## src/cam_consts.svh

```systemverilog
/* Image size and raster timing for the camera to VGA path.
   Included by the video package and by every block that sizes a counter. */
`ifndef CAM_CONSTS_SVH
`define CAM_CONSTS_SVH

// Captured image, stored row by row from address 0
`define IMG_W 32
`define IMG_H 24
`define IMG_PIXELS (`IMG_W * `IMG_H)

// Frame buffer address width, must cover IMG_PIXELS
`define ADDR_W 10

// Raster totals, active area sits top left
`define H_TOTAL 40
`define V_TOTAL 30

// Sync pulses are active low
`define H_SYNC_START 34
`define H_SYNC_LEN 4
`define V_SYNC_START 25
`define V_SYNC_LEN 2

`endif

```

## src/video_pkg.sv

```systemverilog
/* Pixel and address types shared by capture, frame buffers, filter passes
   and the VGA scanner. */
`include "cam_consts.svh"

package video_pkg;

    // Red in [11:8], green in [7:4], blue in [3:0]
    typedef logic [11:0] rgb444_t;

    // One colour channel or gray level
    typedef logic [3:0] nibble_t;

    // Word address into a frame buffer
    typedef logic [`ADDR_W-1:0] pix_addr_t;

endpackage

```

## src/vga_scan.sv

```systemverilog
/* VGA output side. Counts the raster, decodes sync and blank, issues the
   frame buffer read one cycle ahead and expands the nibbles to 8 bits. */
`timescale 1ns/1ps
`include "cam_consts.svh"

module vga_scan
    import video_pkg::*;
(
    input  logic       clk_25_vga,
    input  logic       reset_global,
    input  logic       disp_sel,
    input  rgb444_t    buf1_data,
    input  rgb444_t    buf2_data,
    output pix_addr_t  scan_addr,
    output logic       hsync,
    output logic       vsync,
    output logic       blank_n,
    output logic [7:0] vga_r,
    output logic [7:0] vga_g,
    output logic [7:0] vga_b
);

    localparam int H_W = $clog2(`H_TOTAL);
    localparam int V_W = $clog2(`V_TOTAL);

    logic [H_W-1:0] h;
    logic [H_W-1:0] h_next;
    logic [V_W-1:0] v;
    logic [V_W-1:0] v_next;
    logic           active;
    logic           next_active;
    logic           hs_pulse;
    logic           vs_pulse;
    rgb444_t        pix;

    always_comb begin
        h_next = h + 1'b1;
        v_next = v;
        if (h == H_W'(`H_TOTAL - 1)) begin
            h_next = '0;
            v_next = (v == V_W'(`V_TOTAL - 1)) ? '0 : v + 1'b1;
        end
    end

    assign active      = (h < `IMG_W) && (v < `IMG_H);
    assign next_active = (h_next < `IMG_W) && (v_next < `IMG_H);
    assign hs_pulse    = (h >= `H_SYNC_START) && (h < `H_SYNC_START + `H_SYNC_LEN);
    assign vs_pulse    = (v >= `V_SYNC_START) && (v < `V_SYNC_START + `V_SYNC_LEN);

    // Address for the next position, so its data lines up with h and v
    assign scan_addr = next_active ? pix_addr_t'(v_next * `IMG_W + h_next) : '0;
    assign pix       = disp_sel ? buf2_data : buf1_data;

    always_ff @(posedge clk_25_vga or posedge reset_global) begin
        if (reset_global) begin
            h       <= '0;
            v       <= '0;
            hsync   <= 1'b1;
            vsync   <= 1'b1;
            blank_n <= 1'b0;
            vga_r   <= '0;
            vga_g   <= '0;
            vga_b   <= '0;
        end else begin
            h       <= h_next;
            v       <= v_next;
            hsync   <= ~hs_pulse;
            vsync   <= ~vs_pulse;
            blank_n <= active;
            vga_r   <= active ? {pix[11:8], pix[11:8]} : 8'h00;
            vga_g   <= active ? {pix[7:4], pix[7:4]} : 8'h00;
            vga_b   <= active ? {pix[3:0], pix[3:0]} : 8'h00;
        end
    end

    assert property (@(posedge clk_25_vga) disable iff (reset_global)
        $rose(blank_n) |-> (hsync && vsync))
        else $error("blank_n rose inside a sync pulse");

endmodule

```

## config.mk

```make
export PLATFORM = sky130hd
export DESIGN_NAME = vga_scan
export DESIGN_NICKNAME = d
export VERILOG_FILES = /design/src/video_pkg.sv /design/src/vga_scan.sv
export VERILOG_INCLUDE_DIRS = /design/src
export SDC_FILE = /design/constraint.sdc
export NUM_CORES = 1
export LEC_CHECK = 0
export ABC_CLOCK_PERIOD_IN_PS = 3400
export BUFFER_PORTS_ARGS = -buffer_cell sky130_fd_sc_hd__buf_2
export CAP_MARGIN = 20
export CELL_PAD_IN_SITES_DETAIL_PLACEMENT = 0
export CELL_PAD_IN_SITES_GLOBAL_PLACEMENT = 2
export CORE_ASPECT_RATIO = 1.75
export CORE_MARGIN = 3
export CORE_UTILIZATION = 27
export CTS_CLUSTER_SIZE = 40
export DETAILED_ROUTE_END_ITERATION = 8
export PLACE_DENSITY = 0.81
export SLEW_MARGIN = 10
export SYNTH_ARGS = -nofsm -noshare
export SYNTH_HDL_FRONTEND = slang
export SYNTH_SLANG_ARGS = --single-unit
```

## constraint.sdc

```tcl
create_clock -name clk_25_vga -period 3.4 [get_ports clk_25_vga]
set_clock_uncertainty 0.1 [all_clocks]
set_input_delay 0.68 -clock clk_25_vga [delete_from_list [all_inputs] [get_ports clk_25_vga]]
set_output_delay 0.68 -clock clk_25_vga [all_outputs]
set_load 0.05 [all_outputs]
```

==> out/summary.txt, run 1 <==
Setup repair after global routing missed its margin: true
Slew @ Worst Pin: 566 ps
Register area share after synthesis: 45.9%
Max Fanout on Critical Path: 4
Tot GR Track Use: 11.3%
First-pass GRT wire length: 5.28 mm
FMAX: 295 MHz
Syn-to-layout area delta: 38.5%
Number of max-cap violations: 0
Largest net degree at the start of global routing: 27
Finish-stage setup viols: 0
Num rows: 34
Compound-cell area share of the yosys netlist: 6.85%
Syn nets: 173
Synth Area in XOR/XNOR: 4.22%
Setup TNS: 0 ps
Synth Cell Area: 0.00142 mm^2
Routed Antenna Nets: 0
Post-route DRC: 0
PwrDens: 367 mW/mm^2
Cell area after layout: 0.00197 mm^2
Num Clock Sinks: 26
Clock Pin Slew Worst Setup and Hold Paths: 90 ps
P_leak: 1.02 nW
CTS tree: done
Fin. max-slew vios: 0
Final hold violation count: 0
GRT overflow: 0
Die area: 0.00622 mm^2
Outcome: finished clean
Cts bufs inserted: 3
Boundary pin count: 64
Syn_area_per_cell: 10.1 um^2
Layout cells sized above 1: 47.8%
Number of library cell types mapped by synthesis: 37
Top cell type's share of synthesized area: 42.2%
Die height: 102 um
Core footprint: 0.00502 mm^2
Async SR Flop Fraction: 100%
Layout Nets: 242
Initial antenna violation count: 0
1st-pass router iterations: 4
Die X: 60.9 um
Dpl cell area: 0.00179 mm^2
Via count: 1,222
Largest family of logic cells by synthesized area: simple AND/OR/NAND/NOR gates
Main flop type after synthesis: dfrtp_1
Commonest cells in the netlist: dfrtp_1 (24), nor2_1 (20), mux2i_1 (14), buf_4 (12), inv_1 (11)
Gate Count Post-Synth: 141
Hold crit path type: input pin to async pin
Critical path data required time: 2620 ps
Crit path DAT: 2610 ps
Min Tclk post-route: 3390 ps
Cell taking the most area after synthesis: dfrtp_1
Critical Path End Type: primary output
Mux contribution to synthesized area: 9.84%
Number of global-route vias before repair: 1,166
Simple-Gate Fraction of Synth Area: 18.8%
Number of flops mapped to enable cells by yosys: 0
Initial Util: 28.4%
Most common cell in the netlist: dfrtp_1
Detailed Place HPWL: 2.68 mm
YS warnings: 0
IO buf count: 63
Insertion delay to the later sink of the worst-skew pair: 270 ps
Clock Tree Root: clkbuf_8
Rel. slew slack: 62.2%
Peak supply drop: 0.115 mV
GP Congestion: 0.770
Critical path class: register to primary output
Post-Synth Adder-Cell Area: 4.39%
CTS HTree Levels: 1
Post-CTS Hold Buffers: 0
Vias/cell: 4.65
Startpoint types: register
Final core utilization: 39.3%
Final wirelength: 3.39 mm
Antenna diodes: 0
Post-synthesis register bit count: 26
DR iter-0 viols: 13
Max clock buf depth: 2
Routed wire per std cell: 12.9 um
Synth top area cells: dfrtp_1 (42%), mux2i_1 (9.8%), buf_4 (6.3%), nor2_1 (5.3%), ha_1 (4.4%)
Final period utilization: 99.7%
final timing paths:
path | start | endpoint | slack (ps) | cells after the start
max | h[4] | scan_addr[9] | 9 | 10
min | reset_global | h[2] | 350 | 2
max reg2reg | h[3] | v[2] | 1540 | 5
min reg2reg | h[0] | h[0] | 460 | 2
max in group asynchronous | reset_global | vsync | 2300 | 3
min in group clk_25_vga | h[0] | h[0] | 460 | 2
metrics by stage:
step | total power, mW | setup slack, ps | hold slack, ps | std cells
after floorplan | 0.446 | -98.6 | 376 | 141
after detailed placement | 0.472 | 83.0 | 420 | 253
after CTS | 0.735 | -12.9 | 452 | 261
after global routing | 0.759 | -108 | 373 | 263
final | 0.724 | 9.27 | 347 | 263
after global placement | 0.470 | 145 | 421 | 253
critical path, stage by stage (launching register included):
cell and delay (ps):
dfrtp_1 420, or3b_4 400, nor2_4 90, nand2_1 60, o21ai_2 130, ha_2 200
ha_1 150, inv_2 40, or4b_4 510, a21oi_2 160, buf_6 170
area by class of cell:
cell class,instances,area (um^2)
fill,528,3050
tap,54,67.6
clock inverter,1,30.0
inverter,11,41.3
sequential,26,653
multi-input combinational,89,671
timing repair buffer,79,468
clock buffer,3,41.3
routing by layer:
| layer | GRT usage (%) | up-vias | wire (um) |
|---|---|---|---|
| met1 | 10.6 | 570 | 1180 |
| li1 | - | 601 | - |
| met5 | 0 | - | 0 |
| met3 | 1.64 | 7 | 159 |
| met4 | 5.01 | 0 | 68 |
| met2 | 22.6 | 44 | 1980 |
power by group:
group,total (mW),switching [mW],internal (mW)
logic,0.143,0.106,0.0367
clock network,0.256,0.0985,0.158
registers,0.324,0.00457,0.320
total,0.724,0.209,0.514
sequential cells by signal, summed over array words and instances (netlist names):
signal and count:
blank_n 1, h 6, vga_g 4, vga_r 4
hsync 1, vsync 1, v 5, vga_b 4
timing repair:
item,CTS,global route
hold endpoints to repair,0,0
endpoints found under the setup margin,2,3
pin swaps,3,0
buffers inserted,4,1
resized for setup,10,5
cells in the final DEF, fill, tap and decap left out, types with 4 or more instances in the layout:
cell / Yosys / layout
nor2_1: 20 / 20
nor2b_1: 4 / 4
dfrtp_1: 24 / 24
nand2_1: 5 / 5
buf_4: 12 / 15
nand3_1: 5 / 5
mux2i_1: 14 / 14
inv_1: 11 / 10
buf_2: 0 / 61
nor3_1: 5 / 4
cells by family (layout without fill, tap and decap cells):
logic type                 Yosys count  count (layout)
AOI/OAI and AO/OA                   13              13
xor gates and xnor gates             6               6
adders and majority gates            5               5
buffers and inverters               26              94
DFF                                 26              26
muxes                               14              14
and+or+nand+nor                     51              51
No activity file was read; power rests on OpenSTA's default activity.
==> run 2: changes to the inputs <==
==> constraint.sdc (replaced) <==
create_clock -name clk_25_vga -period 3.4 [get_ports clk_25_vga]
set_clock_uncertainty 0.1 [all_clocks]
set_input_delay 0.68 -clock clk_25_vga [delete_from_list [all_inputs] [get_ports clk_25_vga]]
set_output_delay 0.68 -clock clk_25_vga [all_outputs]
set_load 0.02 [all_outputs]
==> run 2 against run 1 <==
  * The flow now finishes with violations (setup timing)
  * Final cell count is 0.38% lower
  * Combinational power is 37% lower
  * Global-route usage is 0.62 points higher
  * Maximum frequency is 1.1% lower
  * Sequential share of layout area hardly changed
  * Clock power hardly changed
  * Wire length is 2.9% higher
  * Via count is 0.49% lower
  * Sequential cell count stayed put
  * Count of clock-buffer cells in the layout stayed put
  * Largest cell class unchanged
  * Highest routed layer unchanged
==> out/summary.txt, run 2 (synthesis gave the netlist of run 1 again) <==
Critical path class: register to primary output
Final period utilization: 101% (+1.2 points)
Num rows: 34 (unchanged)
P_leak: 1.01 nW (-1.2%)
GP Congestion: 0.804 (+4.5%)
Startpoint types: register
Outcome: complete, but fails checks
Num Clock Sinks: 26 (unchanged)
Crit path max-delay family: simple AND/OR/NAND/NOR gates
Top flop regs: h x6, v x5
Hold crit path type: input pin to async pin
Max clock buf depth: 2 (unchanged)
Tot Pwr: 0.670 mW (-7.4%)
Post-Layout Cell Count: 262 (-0.38%)
Met3 usage: 1.77% (+0.13 points)
Min Tclk post-route: 3430 ps (+39.1 ps)
Routed Antenna Nets: 0 (unchanged)
Initial antenna violation count: 0 (unchanged)
Insertion delay to the later sink of the worst-skew pair: 270 ps (about the same)
Largest net degree at the start of global routing: 27 (unchanged)
GRT overflow: 0 (unchanged)
Die height: 102 um (unchanged)
Max reg flops: 6 (unchanged)
1st-pass router iterations: 3 (-1)
Vias/cell: 4.64 (-0.11%)
Syn-to-layout area delta: 38.4% (about the same)
Via count: 1,216 (-0.49%)
Post-CTS Hold Buffers: 0 (unchanged)
Max Fanout on Critical Path: 5 (+1)
Layout Nets: 241 (-0.41%)
Failing checks: setup timing
IO buf count: 63 (unchanged)
Grt met1 use: 11.4% (+0.77 points)
Critical path data required time: 2620 ps (about the same)
Most frequent cells in the layout: buf_2 (61), dfrtp_1 (24), nor2_1 (20)
Finish-stage setup viols: 1 (+1)
PwrDens: 340 mW/mm^2 (-7.3%)
FMAX: 292 MHz (-1.1%)
Cell area after layout: 0.00197 mm^2 (about the same)
Final wirelength: 3.49 mm (+2.9%)
Core footprint: 0.00502 mm^2 (unchanged)
First-pass GRT wire length: 5.60 mm (+6.0%)
Die area: 0.00622 mm^2 (unchanged)
Placed insts: 250 (-1.2%)
Dpl cell area: 0.00176 mm^2 (-1.7%)
CTS tree: done
DR iter-0 viols: 24 (+11)
Register with the most flip-flops: h
Met2 Resource Use GR: 23.8% (+1.2 points)
CTS HTree Levels: 1 (unchanged)
Tot GR Track Use: 12.0% (+0.62 points)
Crit path buffers/inverters: 2 (unchanged)
Die X: 60.9 um (unchanged)
Hold slack: 336 ps (-11.2 ps)
FF+latch area: 653 um^2 (unchanged)
Worst-path cell chain: or3b_4 -> nor2_4 -> nand2_2 -> o21ai_2 -> ha_2 -> ha_4 -> inv_4 -> or4b_4 -> a21oi_2 -> buf_4
Clock Pin Slew Worst Setup and Hold Paths: 90 ps (about the same)
Antenna diodes: 0 (unchanged)
Layout cells sized above 1: 48.1% (+0.23 points)
Crit path largest cell delay: 500 ps (about the same)
Initial Util: 28.4% (unchanged)
Number of max-cap violations: 0 (unchanged)
Worst path slowest cell: or4b_4
Grt peak-use layer: met2
Clock Tree Root: clkbuf_8
Fin. max-slew vios: 0 (unchanged)
Peak supply drop: 0.124 mV (+7.8%)
Routed wire per std cell: 13.3 um (+3.3%)
Rel. slew slack: 63.9% (+1.7 points)
Number of global-route vias before repair: 1,239 (+6.3%)
Multi-input logic area: 691 um^2 (+3.0%)
Filler cells: 513 (-2.8%)
Post-route setup slack: -29.9 ps (-39.1 ps)
Final hold violation count: 0 (unchanged)
Most common cell after layout, fill and taps aside: buf_2
Cts bufs inserted: 3 (unchanged)
Setup repair after global routing missed its margin: true
Slew @ Worst Pin: 541 ps (-24.9 ps)
Critical Path End Type: primary output
Crit path DAT: 2650 ps (+40 ps)
Boundary pin count: 64 (unchanged)
Post-route DRC: 0 (unchanged)
Detailed Place HPWL: 2.72 mm (+1.8%)
[run 2: report_power, final]
part,switching (mW),internal (mW)
sequential,0.00427,0.320
combinational,0.0546,0.0350
clock,0.0992,0.157
total,0.158,0.512
[run 2: per-stage QoR]
stage,setup WS (ps),setup TNS (ps),util (%)
4_1_cts,0.147,0,37.3
6_report,-29.9,-29.9,39.3
5_1_grt,-166,-230,39.3
2_1_floorplan,73.7,0,-
3_3_place_gp,202,0,35.0
3_5_place_dp,153,0,35.0
[run 2: routing by layer]
| layer | wire length (um) | vias to the layer above |
|---|---|---|
| met1 | 1180 | 574 |
| met5 | 0 | - |
| met3 | 164 | 4 |
| met2 | 2090 | 39 |
| li1 | - | 599 |
| met4 | 51 | 0 |
[run 2: final cells by class]
class,instances,share of cell area (%)
Sequential cell,26,33.1
Tap cell,54,3.43
Clock inverter,1,1.52
Timing Repair Buffer,78,22.5
Inverter,11,2.22
Multi-Input combinational cell,89,35.0
Clock buffer,3,2.10
[run 2: what timing repair did]
item	4_1_cts	5_1_grt
resized for setup	7	12
pin swaps	1	8
gates cloned	0	0
endpoints found under the setup margin	2	4
buffers inserted	3	4
[run 2: worst paths after layout]
check	startpoint	endpoint	slack [ps]	cells past startpoint
min reg2reg	v[0]	v[0]	520	2
min in group clk_25_vga	v[0]	v[0]	520	2
min	reset_global	vga_r[6]	340	2
max in group asynchronous	reset_global	vsync	2310	3
max reg2reg	h[4]	v[2]	1500	5
max	h[5]	scan_addr[9]	-30	10
==> run 3: changes to the inputs <==
--- a/config.mk
+++ b/config.mk
@@ -14,7 +14,6 @@
 export CORE_ASPECT_RATIO = 1.75
 export CORE_MARGIN = 3
 export CORE_UTILIZATION = 27
-export CTS_CLUSTER_SIZE = 40
 export DETAILED_ROUTE_END_ITERATION = 8
 export PLACE_DENSITY = 0.81
 export SLEW_MARGIN = 10
==> constraint.sdc (replaced) <==
create_clock -name clk_25_vga -period 3.4 [get_ports clk_25_vga]
set_clock_uncertainty 0.1 [all_clocks]
set_input_delay 1.02 -clock clk_25_vga [delete_from_list [all_inputs] [get_ports clk_25_vga]]
set_output_delay 1.02 -clock clk_25_vga [all_outputs]
set_load 0.02 [all_outputs]
==> run 3 against run 2 <==
  * Wire length rose by 5.4%
  * Die area unchanged
  * Register-to-register slack worse by 60 ps
  * Non-clock buffer count increased by 16
  * Power fell by 8.4%
  * Design area up 12%
  * Critical path depth unchanged
  * Maximum frequency fell by 5.4%
  * Sequential share of layout area decreased by 3.6 points
  * Largest power group unchanged
  * Combinational power grew 0.9%
  * The run still ends with setup timing left
  * Final cell count up 6.1%
==> out/summary.txt, run 3 (synthesis gave the netlist of run 1 again) <==
Crit path buffers/inverters: 2 (unchanged)
CTS tree: done
Fin. max-slew vios: 0 (unchanged)
Post-route DRC: 0 (unchanged)
Startpoint types: register
Grt met1 use: 12.0% (+0.58 points)
Outcome: complete, but fails checks
Num Clock Sinks: 26 (unchanged)
Largest net degree at the start of global routing: 27 (unchanged)
Most frequent cells in the layout: buf_2 (53), buf_4 (34), dfrtp_1 (24)
Post-route setup slack: -225 ps (-195 ps)
Worst path slowest cell: or4b_4
Insertion delay to the later sink of the worst-skew pair: 270 ps (about the same)
Clock Pin Slew Worst Setup and Hold Paths: 90 ps (about the same)
Most common cell after layout, fill and taps aside: buf_2
CTS HTree Levels: 1 (unchanged)
Most used cell, CP: ha_4
Initial antenna violation count: 0 (unchanged)
Met2 Resource Use GR: 22.9% (-0.91 points)
Rel. slew slack: 63.9% (about the same)
Die height: 102 um (unchanged)
Die area: 0.00622 mm^2 (unchanged)
Met3 usage: 1.52% (-0.25 points)
PwrDens: 278 mW/mm^2 (-18%)
Post-CTS Hold Buffers: 0 (unchanged)
Failing checks: setup timing
Number of max-cap violations: 0 (unchanged)
Final wirelength: 3.67 mm (+5.4%)
Initial Util: 28.4% (unchanged)
Num rows: 34 (unchanged)
Die X: 60.9 um (unchanged)
Crit path largest cell delay: 480 ps (-20 ps)
P_leak: 1.10 nW (+9.2%)
Critical path data required time: 2280 ps (-340 ps)
Cts bufs inserted: 3 (unchanged)
Critical Path End Type: primary output
Number of global-route vias before repair: 1,286 (+3.8%)
Routed Antenna Nets: 0 (unchanged)
IO buf count: 63 (unchanged)
Final hold violation count: 0 (unchanged)
Final core utilization: 44.0% (+4.8 points)
FF+latch area: 653 um^2 (unchanged)
Hold crit path type: register to register
Critical path class: register to primary output
Finish-stage setup viols: 8 (+7)
Hold slack: 441 ps (+105 ps)
Grt peak-use layer: met2
Setup repair after global routing missed its margin: true
Antenna diodes: 0 (unchanged)
Core footprint: 0.00502 mm^2 (unchanged)
1st-pass router iterations: 4 (+1)
Boundary pin count: 64 (unchanged)
GP Congestion: 0.777 (-3.4%)
Clock Tree Root: clkbuf_8
FMAX: 276 MHz (-5.4%)
Min Tclk post-route: 3620 ps (+195 ps)
Crit path max-delay family: simple AND/OR/NAND/NOR gates
Register with the most flip-flops: h
Layout Nets: 257 (+6.6%)
Max clock buf depth: 2 (unchanged)
Syn-to-layout area delta: 55.3%
Tot GR Track Use: 11.7% (-0.22 points)
Slew @ Worst Pin: 540 ps (-0.337 ps)
Max reg flops: 6 (unchanged)
GRT overflow: 0 (unchanged)
First-pass GRT wire length: 5.54 mm (-0.98%)
Layout cells sized above 1: 57.1% (+9.1 points)
Multi-input logic area: 791 um^2 (+14%)
Vias/cell: 4.67 (+0.52%)
DR iter-0 viols: 31 (+29%)
Worst-path cell chain: or3b_4 -> nor2_4 -> nand2_1 -> o21ai_2 -> ha_4 -> ha_4 -> inv_2 -> or4b_4 -> a21oi_4 -> buf_6
Routed wire per std cell: 13.2 um (-0.70%)
Max Fanout on Critical Path: 2 (-3)
Top flop regs: h x6, v x5
Final period utilization: 107% (+5.7 points)
Via count: 1,297 (+6.7%)
Crit path DAT: 2500 ps (-150 ps)
Detailed Place HPWL: 2.70 mm (-0.74%)
Filler cells: 487 (-5.1%)
Peak supply drop: 0.152 mV (+22%)
-- run 3: cell count changes in the layout (fill, tap and decap cells not counted), moves of 2 or more --
cell	before	now
buf_2	61	53
buf_4	15	34
buf_6	1	6
inv_1	10	8
inv_2	0	3
nor2_1	20	17
nor2_4	1	3
nor3_1	5	2
nor3_2	0	3
-- run 3: through the flow --
step                      std cells  setup TNS (ps)  total power, mW  instance area, um^2  worst slack (ps)
after floorplan                 141            -125            0.395                 1450             -69.6
after global placement          266           -23.4            0.420                 1900             -23.4
after detailed placement        266           -64.3            0.420                 1900             -64.3
after CTS                       271            -435            0.623                 2020              -240
after global routing            278           -1770            0.647                 2210              -338
final                           278            -640            0.614                 2210              -225
-- run 3: final cells by class --
cell class	count	area share [%]
multi-input cells	89	35.8
flip-flops and latches	26	29.5
repair buffers	94	27.3
well taps	54	3.06
clock buffers	4	2.49
inverters	11	1.87
-- run 3: report_power, final --
group	total (mW)	internal, mW	switching, mW
Combinational	0.0904	0.0357	0.0547
Clock	0.200	0.104	0.0964
Sequential	0.324	0.320	0.00382
-- run 3: final timing paths --
| kind | from | end | slack, ps | cells past startpoint |
|---|---|---|---|---|
| max | h[4] | scan_addr[9] | -220 | 10 |
| min | h[1] | h[1] | 440 | 1 |
| max reg2reg | h[4] | v[3] | 1440 | 7 |
| min reg2reg | h[1] | h[1] | 440 | 1 |
| max in group asynchronous | reset_global | vsync | 2000 | 3 |
| min in group asynchronous | reset_global | blank_n | 680 | 2 |
-- run 3: layer usage --
metal	up-vias	part of all wire (%)
met5	-	0
met4	0	1.3
met3	5	5.4
met2	53	58
met1	608	35
li1	631	-
-- run 3: repair_timing --
item	in CTS	in global routing
buffers inserted	1	6
gates resized for setup	15	30
pin swaps	7	6
setup endpoints to repair	10	10
