### config.mk
export PLATFORM = sky130hd
export DESIGN_NAME = mode_sequencer
export DESIGN_NICKNAME = d
export VERILOG_FILES = /design/src/video_pkg.sv /design/src/ctrl_pkg.sv /design/src/mode_sequencer.sv
export VERILOG_INCLUDE_DIRS = /design/src
export SDC_FILE = /design/constraint.sdc
export NUM_CORES = 1
export LEC_CHECK = 0
export ABC_AREA = 1
export BUFFER_PORTS_ARGS = -buffer_cell sky130_fd_sc_hd__buf_2
export CAP_MARGIN = 15
export CORE_MARGIN = 4
export CORE_UTILIZATION = 25
export CTS_CLUSTER_DIAMETER = 120
export DETAILED_ROUTE_END_ITERATION = 10
export GPL_TIMING_DRIVEN = 1
export PLACE_DENSITY = 0.89
export SYNTH_ARGS = -nofsm -noshare
export SYNTH_HDL_FRONTEND = slang
export SYNTH_SLANG_ARGS = --single-unit
### constraint.sdc
create_clock -name clk_25_vga -period 1.7 [get_ports clk_25_vga]
set_clock_uncertainty 0.2 [all_clocks]
set_input_delay 0.255 -clock clk_25_vga [delete_from_list [all_inputs] [get_ports clk_25_vga]]
set_output_delay 0.255 -clock clk_25_vga [all_outputs]
set_load 0.005 [all_outputs]
### src/cam_consts.svh
/* Image size and raster timing for the camera to VGA path.
   Included by the video package and by every block that sizes a counter. */
`ifndef CAM_CONSTS_SVH
`define CAM_CONSTS_SVH

// Captured image, stored row by row from address 0
`define IMG_W 32
`define IMG_H 24
`define IMG_PIXELS (`IMG_W * `IMG_H)

// Frame buffer address width, must cover IMG_PIXELS
`define ADDR_W 10

// Raster totals, active area sits top left
`define H_TOTAL 40
`define V_TOTAL 30

// Sync pulses are active low
`define H_SYNC_START 34
`define H_SYNC_LEN 4
`define V_SYNC_START 25
`define V_SYNC_LEN 2

`endif

### src/video_pkg.sv
/* Pixel and address types shared by capture, frame buffers, filter passes
   and the VGA scanner. */
`include "cam_consts.svh"

package video_pkg;

    // Red in [11:8], green in [7:4], blue in [3:0]
    typedef logic [11:0] rgb444_t;

    // One colour channel or gray level
    typedef logic [3:0] nibble_t;

    // Word address into a frame buffer
    typedef logic [`ADDR_W-1:0] pix_addr_t;

endpackage

### src/ctrl_pkg.sv
/* State encoding of the mode sequencer. */
package ctrl_pkg;

    // Each pass is followed by a one-cycle state that clears it
    typedef enum logic [2:0] {
        seq_idle,
        seq_gray,
        seq_gray_done,
        seq_edge,
        seq_edge_done
    } seq_state_t;

endpackage

### src/mode_sequencer.sv
/* Mode sequencer. In edge mode, each finished capture starts a gray pass
   over buffer 1 and then an edge pass into buffer 2. Routes the buffer
   ports to capture, the passes or the display according to state. */
`timescale 1ns/1ps

module mode_sequencer
    import video_pkg::*;
    import ctrl_pkg::*;
(
    input  logic      clk_25_vga,
    input  logic      reset_global,
    input  logic      edge_mode,
    input  logic      frame_done,
    input  logic      scan_vsync,
    input  logic      cap_we,
    input  pix_addr_t cap_addr,
    input  rgb444_t   cap_data,
    input  pix_addr_t gray_rd_addr,
    input  logic      gray_wr_en,
    input  pix_addr_t gray_wr_addr,
    input  rgb444_t   gray_wr_data,
    input  logic      gray_done,
    input  pix_addr_t edge_rd_addr,
    input  logic      edge_wr_en,
    input  pix_addr_t edge_wr_addr,
    input  rgb444_t   edge_wr_data,
    input  logic      edge_done,
    output logic      gray_clear,
    output logic      edge_clear,
    output logic      gray_run,
    output logic      edge_run,
    output logic      buf1_we,
    output pix_addr_t buf1_wr_addr,
    output rgb444_t   buf1_wr_data,
    output pix_addr_t buf1_rd_addr,
    input  pix_addr_t scan_addr,
    output logic      buf2_we,
    output pix_addr_t buf2_wr_addr,
    output rgb444_t   buf2_wr_data,
    output logic      disp_sel,
    output logic      busy
);

    seq_state_t state;

    always_ff @(posedge clk_25_vga or posedge reset_global) begin
        if (reset_global) begin
            state <= seq_idle;
        end else begin
            case (state)
                seq_idle:      if (edge_mode && frame_done) state <= seq_gray;
                seq_gray:      if (gray_done) state <= seq_gray_done;
                seq_gray_done: state <= seq_edge;
                seq_edge:      if (edge_done) state <= seq_edge_done;
                default:       state <= seq_idle;
            endcase
        end
    end

    // Gray pass only advances outside the vertical sync pulse
    assign gray_run   = (state == seq_gray) && scan_vsync;
    assign edge_run   = (state == seq_edge);
    assign gray_clear = (state != seq_gray);
    assign edge_clear = (state != seq_edge);
    assign busy       = (state != seq_idle);
    assign disp_sel   = edge_mode;

    always_comb begin
        buf1_we      = 1'b0;
        buf1_wr_addr = cap_addr;
        buf1_wr_data = cap_data;
        buf1_rd_addr = scan_addr;
        case (state)
            seq_idle: buf1_we = cap_we;
            seq_gray, seq_gray_done: begin
                buf1_we      = gray_wr_en;
                buf1_wr_addr = gray_wr_addr;
                buf1_wr_data = gray_wr_data;
                buf1_rd_addr = gray_rd_addr;
            end
            default: buf1_rd_addr = edge_rd_addr;
        endcase
    end

    // Buffer 2 only ever takes edge results
    assign buf2_we      = (state == seq_edge) && edge_wr_en;
    assign buf2_wr_addr = edge_wr_addr;
    assign buf2_wr_data = edge_wr_data;

    // An edge write outside seq_edge would never reach buffer 2
    assert property (@(posedge clk_25_vga) disable iff (reset_global)
        edge_wr_en |-> (state == seq_edge))
        else $error("edge pass wrote outside seq_edge");

endmodule

==> results.py, run 1 <==
metrics = {
    "pwr": {
        "ir_worst_vdd_v": 0.0008746,
        "p_int_mw": 1.534,
        "pwr-share-seq": 0.046,
        "p_leak_nw": 1.082,
        "p_switching_mw": 1.537,
        "p_comb_frac": 0.911,
        "switching_share": 0.5004,
        "p_per_area_nw_per_um2": 1841,
        "p_clk_frac": 0.042,
    },
    "critical_path": {
        "path_class": "flip-flop to output port",
        "cp.arrival_ns": 1.42,
        "r2r_start": "state[0]",
        "crit_path_top_delay_cell": "dfrtp_1",
        "worstPathRequired_ns": 1.24,
        "r2r_cells": 8,
        "rr_endpoint": "state[0]",
        "crit_chain": "nor2_2 > buf_4 > nand2_2 > clkinvlp_4 > nand2_1 > nand3_1 > buf_2",
        "worst_path_largest_cell_delay_ns": 0.40,
        "rrSetupSlack_ns": 0.20,
        "crit_path_end_kind": "output port",
        "critPathLaunchType": "flip-flop",
        "cp_max_fo": 5,
    },
    "logic_synthesis": {
        "synth_common_cells": "nand2_1 (107), buf_4 (26), nand3_1 (12), inv_1 (10)",
        "yosys-mux-area-fraction": 0,
        "synth_compound_area_frac": 0.02026,
        "synth_top_family_by_area": "simple AND/OR/NAND/NOR gates",
        "synthSimpleGateAreaFrac": 0.5948,
        "yosysMostFrequentCell": "nand2_1",
        "ys.flop_type": "dfrtp_1",
        "ys_async_sr_fraction": 1.000,
        "ys_warn_count": 0,
        "synth_xor_xnor_area_share": 0,
        "syn_area_per_cell_um2": 4.998,
        "syn-cell-area_um2": 864.6,
        "synthTopCellsByArea": "nand2_1 (46%), buf_4 (23%), dfrtp_1 (8.7%)",
        "postSynthCellCount": 173,
        "synth_area_leader_cell": "nand2_1",
        "ys_ff_latch": 3,
        "synth_edf_count": 0,
        "yosys.area.top_type_share": 0.4645,
        "synthAdderAreaFrac": 0,
        "yosysSeqAreaShare": 0.08683,
        "ys_types": 15,
        "synth_nets": 279,
    },
    "grt": {
        "gr-usage-all-layers": 0.1444,
        "antenna_found_initial": 0,
        "grt_first_pass_wirelength_mm": 5.078,
        "grt_pass1_vias": 1288,
        "grt_max_degree": 24,
        "grt-ovfl-total": 0,
    },
    "timing": {
        "fmax_mhz": 533.4,
        "finalCriticalPeriod_ns": 1.875,
        "worst_pin_slew_ns": 0.1605,
        "drv_slew": 0,
        "fin_ws_ns": -0.1746,
        "hold_viol_final": 0,
        "rsz0062_at_grt": "true",
        "slew_headroom": 0.8929,
        "fin_setup_tns_ns": -4.860,
        "setup_viol": 36,
        "fin_crit_sh": 1.103,
    },
    "cells_and_area": {
        "drive_gt1_frac": 0.6146,
        "syn_to_final_growth_pct": 92.91,
        "largest_reg_flops": 3,
        "regMostFlops": "state",
        "fin_util": 0.4998,
        "n_fill_cell": 317,
        "nNetsFinal": 395,
        "reg_top3": "state: 3 flops",
        "diodes": 0,
    },
    "placed_design": {
        "portBuffers": 123,
        "dp_hpwl_mm": 2.908,
        "gp_congestion": 0.8129,
    },
    "hold_path": {
        "holdPathEnd": "state[1]",
        "holdCritStartpoint": "edge_done",
        "min_path_type": "input pin to flip-flop",
        "whs_path_depth": 4,
    },
    "drt": {
        "via_per_inst": 4.389,
        "wl_per_cell_um": 11.88,
        "dr.pass1.iters": 4,
        "routed_wl_mm": 3.968,
        "postRouteAntennaNets": 0,
        "drcViolationCount": 0,
        "via_count": 1466,
        "dr.first_iter.drc_count": 44,
    },
    "clock_network": {
        "clock_path_buffers": 2,
        "cts_tree": "built",
        "clkLatencyLatePin_ns": 0.24,
        "clkTransAtPathRegs_ns": 0.04,
        "cts-htree-levels": 1,
        "cts_root_buf": "clkbuf_4",
        "clock-sinks": 3,
        "cts_buffers": 3,
    },
    "floorplanning": {
        "fp.dieH_um": 66.81,
        "num_io_pins": 168,
        "start_util": 0.2591,
        "die_x_um": 66.81,
        "coreArea_um2": 3337,
        "die_area_um2": 4463,
        "rows": 21,
    },
    "outcome": {
        "status": "complete, but fails checks",
        "violations": "setup timing",
    },
    "run": {
        "maxCapViolCount": 0,
    },
}
[layout make-up]
type / count / area [um2] / area share
clock buffer: 4 / 26.28 / 0.01575
inverter: 11 / 48.80 / 0.02926
multi-input combinational: 130 / 643.1 / 0.3856
sequential: 3 / 76.32 / 0.04576
tap: 46 / 57.56 / 0.03451
timing repair buffer: 139 / 808.3 / 0.4846
timing repair inverter: 1 / 7.507 / 0.004501
[how the worst max path moves through the flow]
stage / to / startpoint / slack (ns)
global route: buf1_rd_addr[1] / state[2] / -0.24
global placement: buf1_rd_addr[4] / state[2] / 0.07
CTS: buf1_wr_data[11] / state[2] / -0.15
finish: buf1_rd_addr[0] / state[2] / -0.17
detailed placement: buf1_wr_data[6] / state[2] / 0.02
floorplan: buf1_wr_data[10] / state[0] / 0.17
[metal layers]
metal / share of wire / vias to the layer above / global-route usage
met1: 0.35 / 635 / 0.1388
met2: 0.51 / 84 / 0.2921
li1: - / 735 / -
met5: 0 / - / 0
met3: 0.11 / 12 / 0.02698
met4: 0.024 / 0 / 0.05838
[worst max-delay path, delay by kind of cell (launching register included)]
| family | cells | cell delay, ns |
|---|---|---|
| buf+inv | 3 | 0.43 |
| simple gates | 4 | 0.35 |
| flops | 1 | 0.40 |
[placed cells by master (no fill, tap or decap), drive strengths merged]
master	Yosys	layout
buf	29	136
nand2	108	108
nand3	13	13
inv	11	11
clkbuf	0	6
nor2	5	5
dfrtp	3	3
nand4	2	2
a21oi	1	1
o21ai	1	1
clkinvlp	0	1
dlygate4sd3	0	1
[power by group through the flow]
stage	logic, mW	registers, mW	clock network [mW]
floorplan	1.22	0.131	0
global placement	2.04	0.128	0
detailed placement	2.08	0.129	0
CTS	2.24	0.132	0.132
global route	3.10	0.145	0.140
finish	2.80	0.143	0.130
[metrics by stage]
| step | power [mW] | cell area (um2) | hold WS (ns) | setup WS [ns] | instances |
|---|---|---|---|---|---|
| 2_1_floorplan | 1.355 | 864.6 | -0.1914 | 0.1746 | 173 |
| 3_5_place_dp | 2.208 | 1386 | -0.07565 | 0.02069 | 320 |
| 6_report | 3.071 | 1668 | 0.1711 | -0.1746 | 334 |
| 5_1_grt | 3.390 | 1668 | 0.1924 | -0.2413 | 334 |
| 3_3_place_gp | 2.168 | 1386 | -0.08097 | 0.06860 | 320 |
| 4_1_cts | 2.503 | 1473 | 0.1647 | -0.1505 | 328 |
[cell families after synthesis]
kind of cell | after synthesis
AO/OA/AOI/OAI | 2
buffers and inverters | 40
flip-flops | 3
AND/OR/NAND/NOR | 128
[repair_timing]
item / in CTS / in global routing
gates resized for setup: 10 / 34
endpoints found under the hold margin: 3 / 0
setup buffers: 3 / 2
hold buffers: 1 / 0
pin swaps: 2 / 9
gates cloned: 0 / 4
setup endpoints to repair: 34 / 37
No activity file was read; power rests on OpenSTA's default activity.
==> inputs of run 2 (changes only) <==
--- a/config.mk
+++ b/config.mk
@@ -6,15 +6,13 @@
 export SDC_FILE = /design/constraint.sdc
 export NUM_CORES = 1
 export LEC_CHECK = 0
-export ABC_AREA = 1
 export BUFFER_PORTS_ARGS = -buffer_cell sky130_fd_sc_hd__buf_2
 export CAP_MARGIN = 15
 export CORE_MARGIN = 4
 export CORE_UTILIZATION = 25
-export CTS_CLUSTER_DIAMETER = 120
 export DETAILED_ROUTE_END_ITERATION = 10
 export GPL_TIMING_DRIVEN = 1
-export PLACE_DENSITY = 0.89
+export PLACE_DENSITY = 0.79
 export SYNTH_ARGS = -nofsm -noshare
 export SYNTH_HDL_FRONTEND = slang
 export SYNTH_SLANG_ARGS = --single-unit
==> run 2 against run 1 <==
The run still ends with setup timing left; global-route usage fell by 0.46 points; power rose by 27%; die area rose by 26%; critical endpoint is now buf1_wr_data[11]; count of clock-buffer cells in the layout did not move; core utilization fell by 3.7 points; via count fell by 5.9%; first-iteration DRC count fell by 66%; synthesized cell count fell by 29%; largest cell class unchanged; register-to-register slack improved by 0.07 ns.
==> results.py, run 2 <==
metrics = {
    "timing": {
        "hold_viol_final": 0,
        "worst_pin_slew_ns": 0.1902,
        "rsz0062_at_grt": "true",
        "fin_ws_ns": -0.3303,
        "drv_slew": 0,
        "fmax_mhz": 492.6,
        "fin_crit_sh": 1.194,
        "setup_viol": 37,
        "finalCriticalPeriod_ns": 2.030,
        "slew_headroom": 0.8732,
    },
    "grt": {
        "grt_first_pass_wirelength_mm": 5.947,
        "grt_pass1_vias": 1352,
        "gr-usage-all-layers": 0.1398,
        "grt-ovfl-total": 0,
        "antenna_found_initial": 0,
        "grt_max_degree": 17,
    },
    "critical_path": {
        "critPathLaunchType": "flip-flop",
        "cp_max_fo": 3,
        "path_class": "flip-flop to output port",
        "crit_path_top_delay_cell": "dfrtp_2",
        "crit_chain": "xnor2_2 > nor2_4 > buf_4 > mux2_2 > buf_2",
        "worstPathRequired_ns": 1.24,
        "cp.arrival_ns": 1.58,
        "crit_path_end_kind": "output port",
        "worst_path_largest_cell_delay_ns": 0.43,
    },
    "logic_synthesis": {
        "synth_edf_count": 0,
        "synth_common_cells": "buf_4 (23), a22oi_1 (20), mux2_4 (20), mux2_2 (13), o21ai_0 (9)",
        "yosys.area.top_type_share": 0.2676,
        "syn_area_per_cell_um2": 9.125,
        "ys_types": 24,
        "yosysMostFrequentCell": "buf_4",
        "postSynthCellCount": 123,
        "ys_async_sr_fraction": 1.000,
        "ys.flop_type": "dfrtp_1",
        "ys_ff_latch": 3,
        "syn-cell-area_um2": 1122,
        "synth_area_leader_cell": "mux2_4",
        "synth_nets": 229,
        "synthTopCellsByArea": "mux2_4 (27%), buf_4 (15%), a22oi_1 (13%)",
        "ys_warn_count": 0,
        "yosysSeqAreaShare": 0.06689,
    },
    "drt": {
        "via_count": 1380,
        "drcViolationCount": 0,
        "dr.pass1.iters": 4,
        "postRouteAntennaNets": 0,
        "dr.first_iter.drc_count": 15,
        "wl_per_cell_um": 15.85,
        "routed_wl_mm": 4.502,
        "via_per_inst": 4.859,
    },
    "cells_and_area": {
        "largest_reg_flops": 3,
        "syn_to_final_growth_pct": 79.49,
        "reg_top3": "state: 3 flops",
        "regMostFlops": "state",
        "n_fill_cell": 410,
        "drive_gt1_frac": 0.8190,
        "final_cell_mix": "buf_2 (103), mux2_4 (31), buf_6 (24), a22oi_1 (11), o21ai_1 (10)",
        "fin_cells": 284,
        "layout_commonest_cell": "buf_2",
        "diodes": 0,
        "fin_util": 0.4626,
        "nNetsFinal": 339,
    },
    "pwr": {
        "switching_share": 0.3720,
        "p_total_mw": 3.887,
        "p_per_area_nw_per_um2": 1930,
        "p_leak_nw": 1.093,
        "p_clk_frac": 0.053,
        "p_comb_frac": 0.908,
        "ir_worst_vdd_v": 0.0006729,
        "pwr-share-seq": 0.039,
        "p_switching_mw": 1.446,
        "p_int_mw": 2.441,
    },
    "floorplanning": {
        "die_x_um": 75,
        "start_util": 0.2578,
        "rows": 24,
        "fp.dieH_um": 75,
        "die_area_um2": 5625,
        "num_io_pins": 168,
        "coreArea_um2": 4354,
    },
    "hold_path": {
        "min_path_type": "input pin to flip-flop",
    },
    "clock_network": {
        "clock_path_buffers": 2,
        "clkTransAtPathRegs_ns": 0.03,
        "clock-sinks": 3,
        "cts-htree-levels": 1,
        "cts_tree": "built",
        "clkLatencyLatePin_ns": 0.22,
        "cts_root_buf": "clkbuf_8",
        "cts_buffers": 3,
    },
    "placed_design": {
        "portBuffers": 123,
        "gp_congestion": 0.6957,
        "dp_hpwl_mm": 3.430,
        "dp.cells": 275,
        "place_ws_ns": -0.1253,
    },
    "outcome": {
        "status": "complete, but fails checks",
        "violations": "setup timing",
    },
    "run": {
        "maxCapViolCount": 0,
    },
}
==> run 2: cell types whose count changed in the layout (fill, tap and decap cells not counted), moves of 4 or more <==
cell / before / now
a21oi_1: 0 / 4
a22oi_2: 0 / 9
buf_6: 4 / 24
mux2_4: 0 / 31
nand2_1: 86 / 4
nand3_1: 10 / 1
inv_1: 7 / 3
nand2_2: 16 / 0
o21ai_1: 0 / 10
a22oi_1: 0 / 11
buf_2: 123 / 103
nand2_4: 5 / 0
==> run 2: logic make-up after synthesis <==
family,after synthesis,share of synthesized area
AOI/OAI and AO/OA,35,0.2040
DFF,3,0.06689
xor gates and xnor gates,1,0.01450
and+or+nand+nor,14,0.07246
buffers and inverters,37,0.2441
muxes,33,0.3980
==> run 2: path summary, 6_finish.rpt <==
kind / cells past startpoint / to / slack (ns) / start
worst min register to register: 3 / state[0] / 0.55 / state[1]
worst max register to register: 5 / state[0] / 0.27 / state[0]
min in group asynchronous: 3 / state[2] / 0.25 / reset_global
max in group asynchronous: 3 / state[0] / 0.91 / reset_global
worst max-delay path: 5 / buf1_wr_data[11] / -0.33 / state[0]
worst min-delay path: 3 / state[2] / 0.10 / edge_done
==> run 2: power by group through the flow <==
stage | sequential [mW] | clock (mW) | combinational (mW)
floorplan | 0.111 | 0 | 1.87
global placement | 0.140 | 0 | 2.77
detailed placement | 0.142 | 0 | 2.81
CTS | 0.151 | 0.213 | 3.31
global route | 0.156 | 0.221 | 3.79
finish | 0.150 | 0.208 | 3.53
==> run 2: critical path: cells and delay by family (launching register included) <==
family	cells	cell delay (ns)
xor+xnor	1	0.16
simple gates	1	0.17
mux	1	0.32
flops	1	0.43
buf+inv	2	0.28
==> run 2: area by class of cell <==
type                            instances  area (um2)  area share
Clock buffer                            4       45.04     0.02236
Inverter                                3       11.26    0.005590
Multi-Input combinational cell         83       867.1      0.4304
Sequential cell                         3       77.57     0.03851
Tap cell                               52       65.06     0.03230
Timing Repair Buffer                  139       948.4      0.4708
==> run 2: layer usage <==
layer | GRT usage | wire length (um) | share of wire
met5 | 0 | 0 | 0
met4 | 0.03953 | 49 | 0.011
met3 | 0.03605 | 521 | 0.12
met2 | 0.2805 | 2436 | 0.54
met1 | 0.1383 | 1495 | 0.33
==> run 2: what timing repair did <==
item / CTS / global route
endpoints found under the setup margin: 37 / 37
hold endpoints to repair: 3 / 0
gates cloned: 2 / 0
buffers inserted: 2 / 0
hold buffers: 1 / 0
pin swaps: 2 / 1
resized for setup: 34 / 25
==> run 2: metrics by stage <==
stage               hold WS (ns)  TNS [ns]  instance area (um2)
floorplan                -0.1914         0                 1122
global placement        -0.07129    -2.584                 1673
detailed placement      -0.07067    -3.067                 1673
CTS                      0.09459    -10.17                 1896
global route              0.1244    -11.72                 2014
finish                    0.1023    -9.829                 2014
==> inputs of run 3 (changes only) <==
--- a/config.mk
+++ b/config.mk
@@ -12,7 +12,8 @@
 export CORE_UTILIZATION = 25
 export DETAILED_ROUTE_END_ITERATION = 10
 export GPL_TIMING_DRIVEN = 1
-export PLACE_DENSITY = 0.79
+export PLACE_DENSITY = 0.8
+export SKIP_LAST_GASP = 1
 export SYNTH_ARGS = -nofsm -noshare
 export SYNTH_HDL_FRONTEND = slang
 export SYNTH_SLANG_ARGS = --single-unit
==> run 3 against run 2 <==
Combinational power decreased by 18%; via count decreased by 3.0%; the flow still finishes with violations (setup timing); critical endpoint is now buf1_wr_addr[2]; count of clock-buffer cells in the layout unchanged; largest power group unchanged; largest cell class unchanged; final cell count increased by 0.70%.
==> results.py, run 3 (synthesized netlist as in run 2, its figures left out) <==
metrics = {
    "timing": {
        "setup_viol": 35,
        "hold_slack_ns": 0.1022,
        "worst_pin_slew_ns": 0.1939,
        "slew_headroom": 0.8705,
        "drv_slew": 0,
        "finalCriticalPeriod_ns": 2.051,
        "fin_crit_sh": 1.206,
        "fmax_mhz": 487.6,
        "fin_ws_ns": -0.3508,
        "hold_viol_final": 0,
        "rsz0062_at_grt": "true",
    },
    "placed_design": {
        "portBuffers": 123,
        "dp_hpwl_mm": 3.551,
        "dp.cells": 279,
        "gp_congestion": 0.7173,
        "dpl-instance-area_um2": 1690,
    },
    "floorplanning": {
        "start_util": 0.2578,
        "fp.dieH_um": 75,
        "num_io_pins": 168,
        "die_x_um": 75,
        "die_area_um2": 5625,
        "rows": 24,
        "coreArea_um2": 4354,
    },
    "run": {
        "maxCapViolCount": 0,
    },
    "drt": {
        "dr.pass1.iters": 4,
        "via_count": 1339,
        "postRouteAntennaNets": 0,
        "via_per_inst": 4.682,
        "wl_per_cell_um": 13.89,
        "routed_wl_mm": 3.973,
        "drcViolationCount": 0,
        "dr.first_iter.drc_count": 14,
    },
    "critical_path": {
        "critPathLaunchType": "flip-flop",
        "cp_max_fo": 10,
        "crit_start": "state[0]",
        "crit_path_end_kind": "output port",
        "path_class": "flip-flop to output port",
        "worstPathRequired_ns": 1.24,
        "r2r_start": "state[0]",
        "cp.arrival_ns": 1.60,
    },
    "clock_network": {
        "clkTransAtPathRegs_ns": 0.03,
        "clock-sinks": 3,
        "cts_buffers": 3,
        "cts_tree": "built",
        "cts_root_buf": "clkbuf_8",
        "clkLatencyLatePin_ns": 0.21,
        "clock_path_buffers": 2,
        "cts-htree-levels": 1,
    },
    "cells_and_area": {
        "design_area_um2": 1784,
        "n_fill_cell": 456,
        "syn_to_final_growth_pct": 58.97,
        "multiInputGateArea_um2": 775.7,
        "fin_cells": 286,
        "largest_reg_flops": 3,
        "drive_gt1_frac": 0.7778,
        "seq_area_um2": 76.32,
        "nNetsFinal": 341,
        "final_cell_mix": "buf_2 (123), a22oi_1 (20), mux2_4 (20), mux2_2 (13), buf_4 (11)",
        "regMostFlops": "state",
        "diodes": 0,
        "reg_top3": "state: 3 flops",
        "layout_commonest_cell": "buf_2",
    },
    "grt": {
        "antenna_found_initial": 0,
        "grt_first_pass_wirelength_mm": 5.526,
        "grt-ovfl-total": 0,
        "gr-usage-all-layers": 0.1258,
        "grt_max_degree": 20,
        "grt_pass1_vias": 1276,
    },
    "hold_path": {
        "min_path_type": "input pin to flip-flop",
        "holdCritStartpoint": "edge_done",
    },
    "pwr": {
        "p_per_area_nw_per_um2": 1818,
        "ir_worst_vdd_v": 0.0008615,
        "p_total_mw": 3.245,
        "p_leak_nw": 1.003,
    },
    "outcome": {
        "violations": "setup timing",
        "status": "complete, but fails checks",
    },
}
-- run 3: changes by cell type in the layout (fill, tap and decap cells not counted), moves of 9 or more --
cell     previous run  this run
mux2_2              2        13
mux2_4             31        20
a22oi_1            11        20
buf_6              24         2
a22oi_2             9         0
buf_2             103       123
-- run 3: stage by stage --
stage / setup slack (ns) / util / TNS (ns)
4_1_cts: -0.3547 / 0.4072 / -10.85
3_5_place_dp: -0.1641 / 0.3882 / -3.467
6_report: -0.3508 / 0.4098 / -10.53
5_1_grt: -0.4167 / 0.4098 / -13.16
2_1_floorplan: 0.007421 / - / 0
3_3_place_gp: -0.1196 / 0.3882 / -2.244
-- run 3: power breakdown --
| group | leakage (nW) | internal, mW | switching [mW] |
|---|---|---|---|
| sequential | 0.0369 | 0.104 | 0.0442 |
| combinational | 0.943 | 1.75 | 1.15 |
| clock | 0.0228 | 0.159 | 0.0422 |
| total | 1.00 | 2.01 | 1.23 |
-- run 3: worst paths after layout --
check | slack, ns | cells after the start | to
max in group asynchronous | 0.90 | 3 | state[0]
min in group asynchronous | 0.26 | 3 | state[1]
max reg2reg | 0.38 | 4 | state[0]
max | -0.35 | 5 | buf1_wr_addr[2]
min reg2reg | 0.54 | 3 | state[0]
min | 0.10 | 3 | state[2]
-- run 3: layer usage --
metal	GRT usage	vias up	share of wire
met5	0	-	0
met4	0.007905	0	0.0088
met3	0.03872	4	0.14
met2	0.2602	92	0.52
met1	0.1255	592	0.33
li1	-	651	-
-- run 3: what timing repair did --
action                                  CTS  global route
buffers inserted                          2             0
endpoints found under the setup margin   37            37
cloned                                    0             0
hold buffers                              1             0
gates resized for setup                   4             5
endpoints found under the hold margin     3             0
-- run 3: worst max-delay path: stages (launching register included) --
cell,delay (ns)
dfrtp_2,0.44
xnor2_2,0.16
nor2_4,0.18
buf_12,0.17
mux2_4,0.30
buf_2,0.13
-- run 3: final cells by class --
| type | count | share of cell area |
|---|---|---|
| repair buffers | 141 | 0.4544 |
| well taps | 52 | 0.03647 |
| inverters | 3 | 0.006311 |
| clock buffers | 4 | 0.02525 |
| multi-input cells | 83 | 0.4348 |
| flip-flops and latches | 3 | 0.04278 |
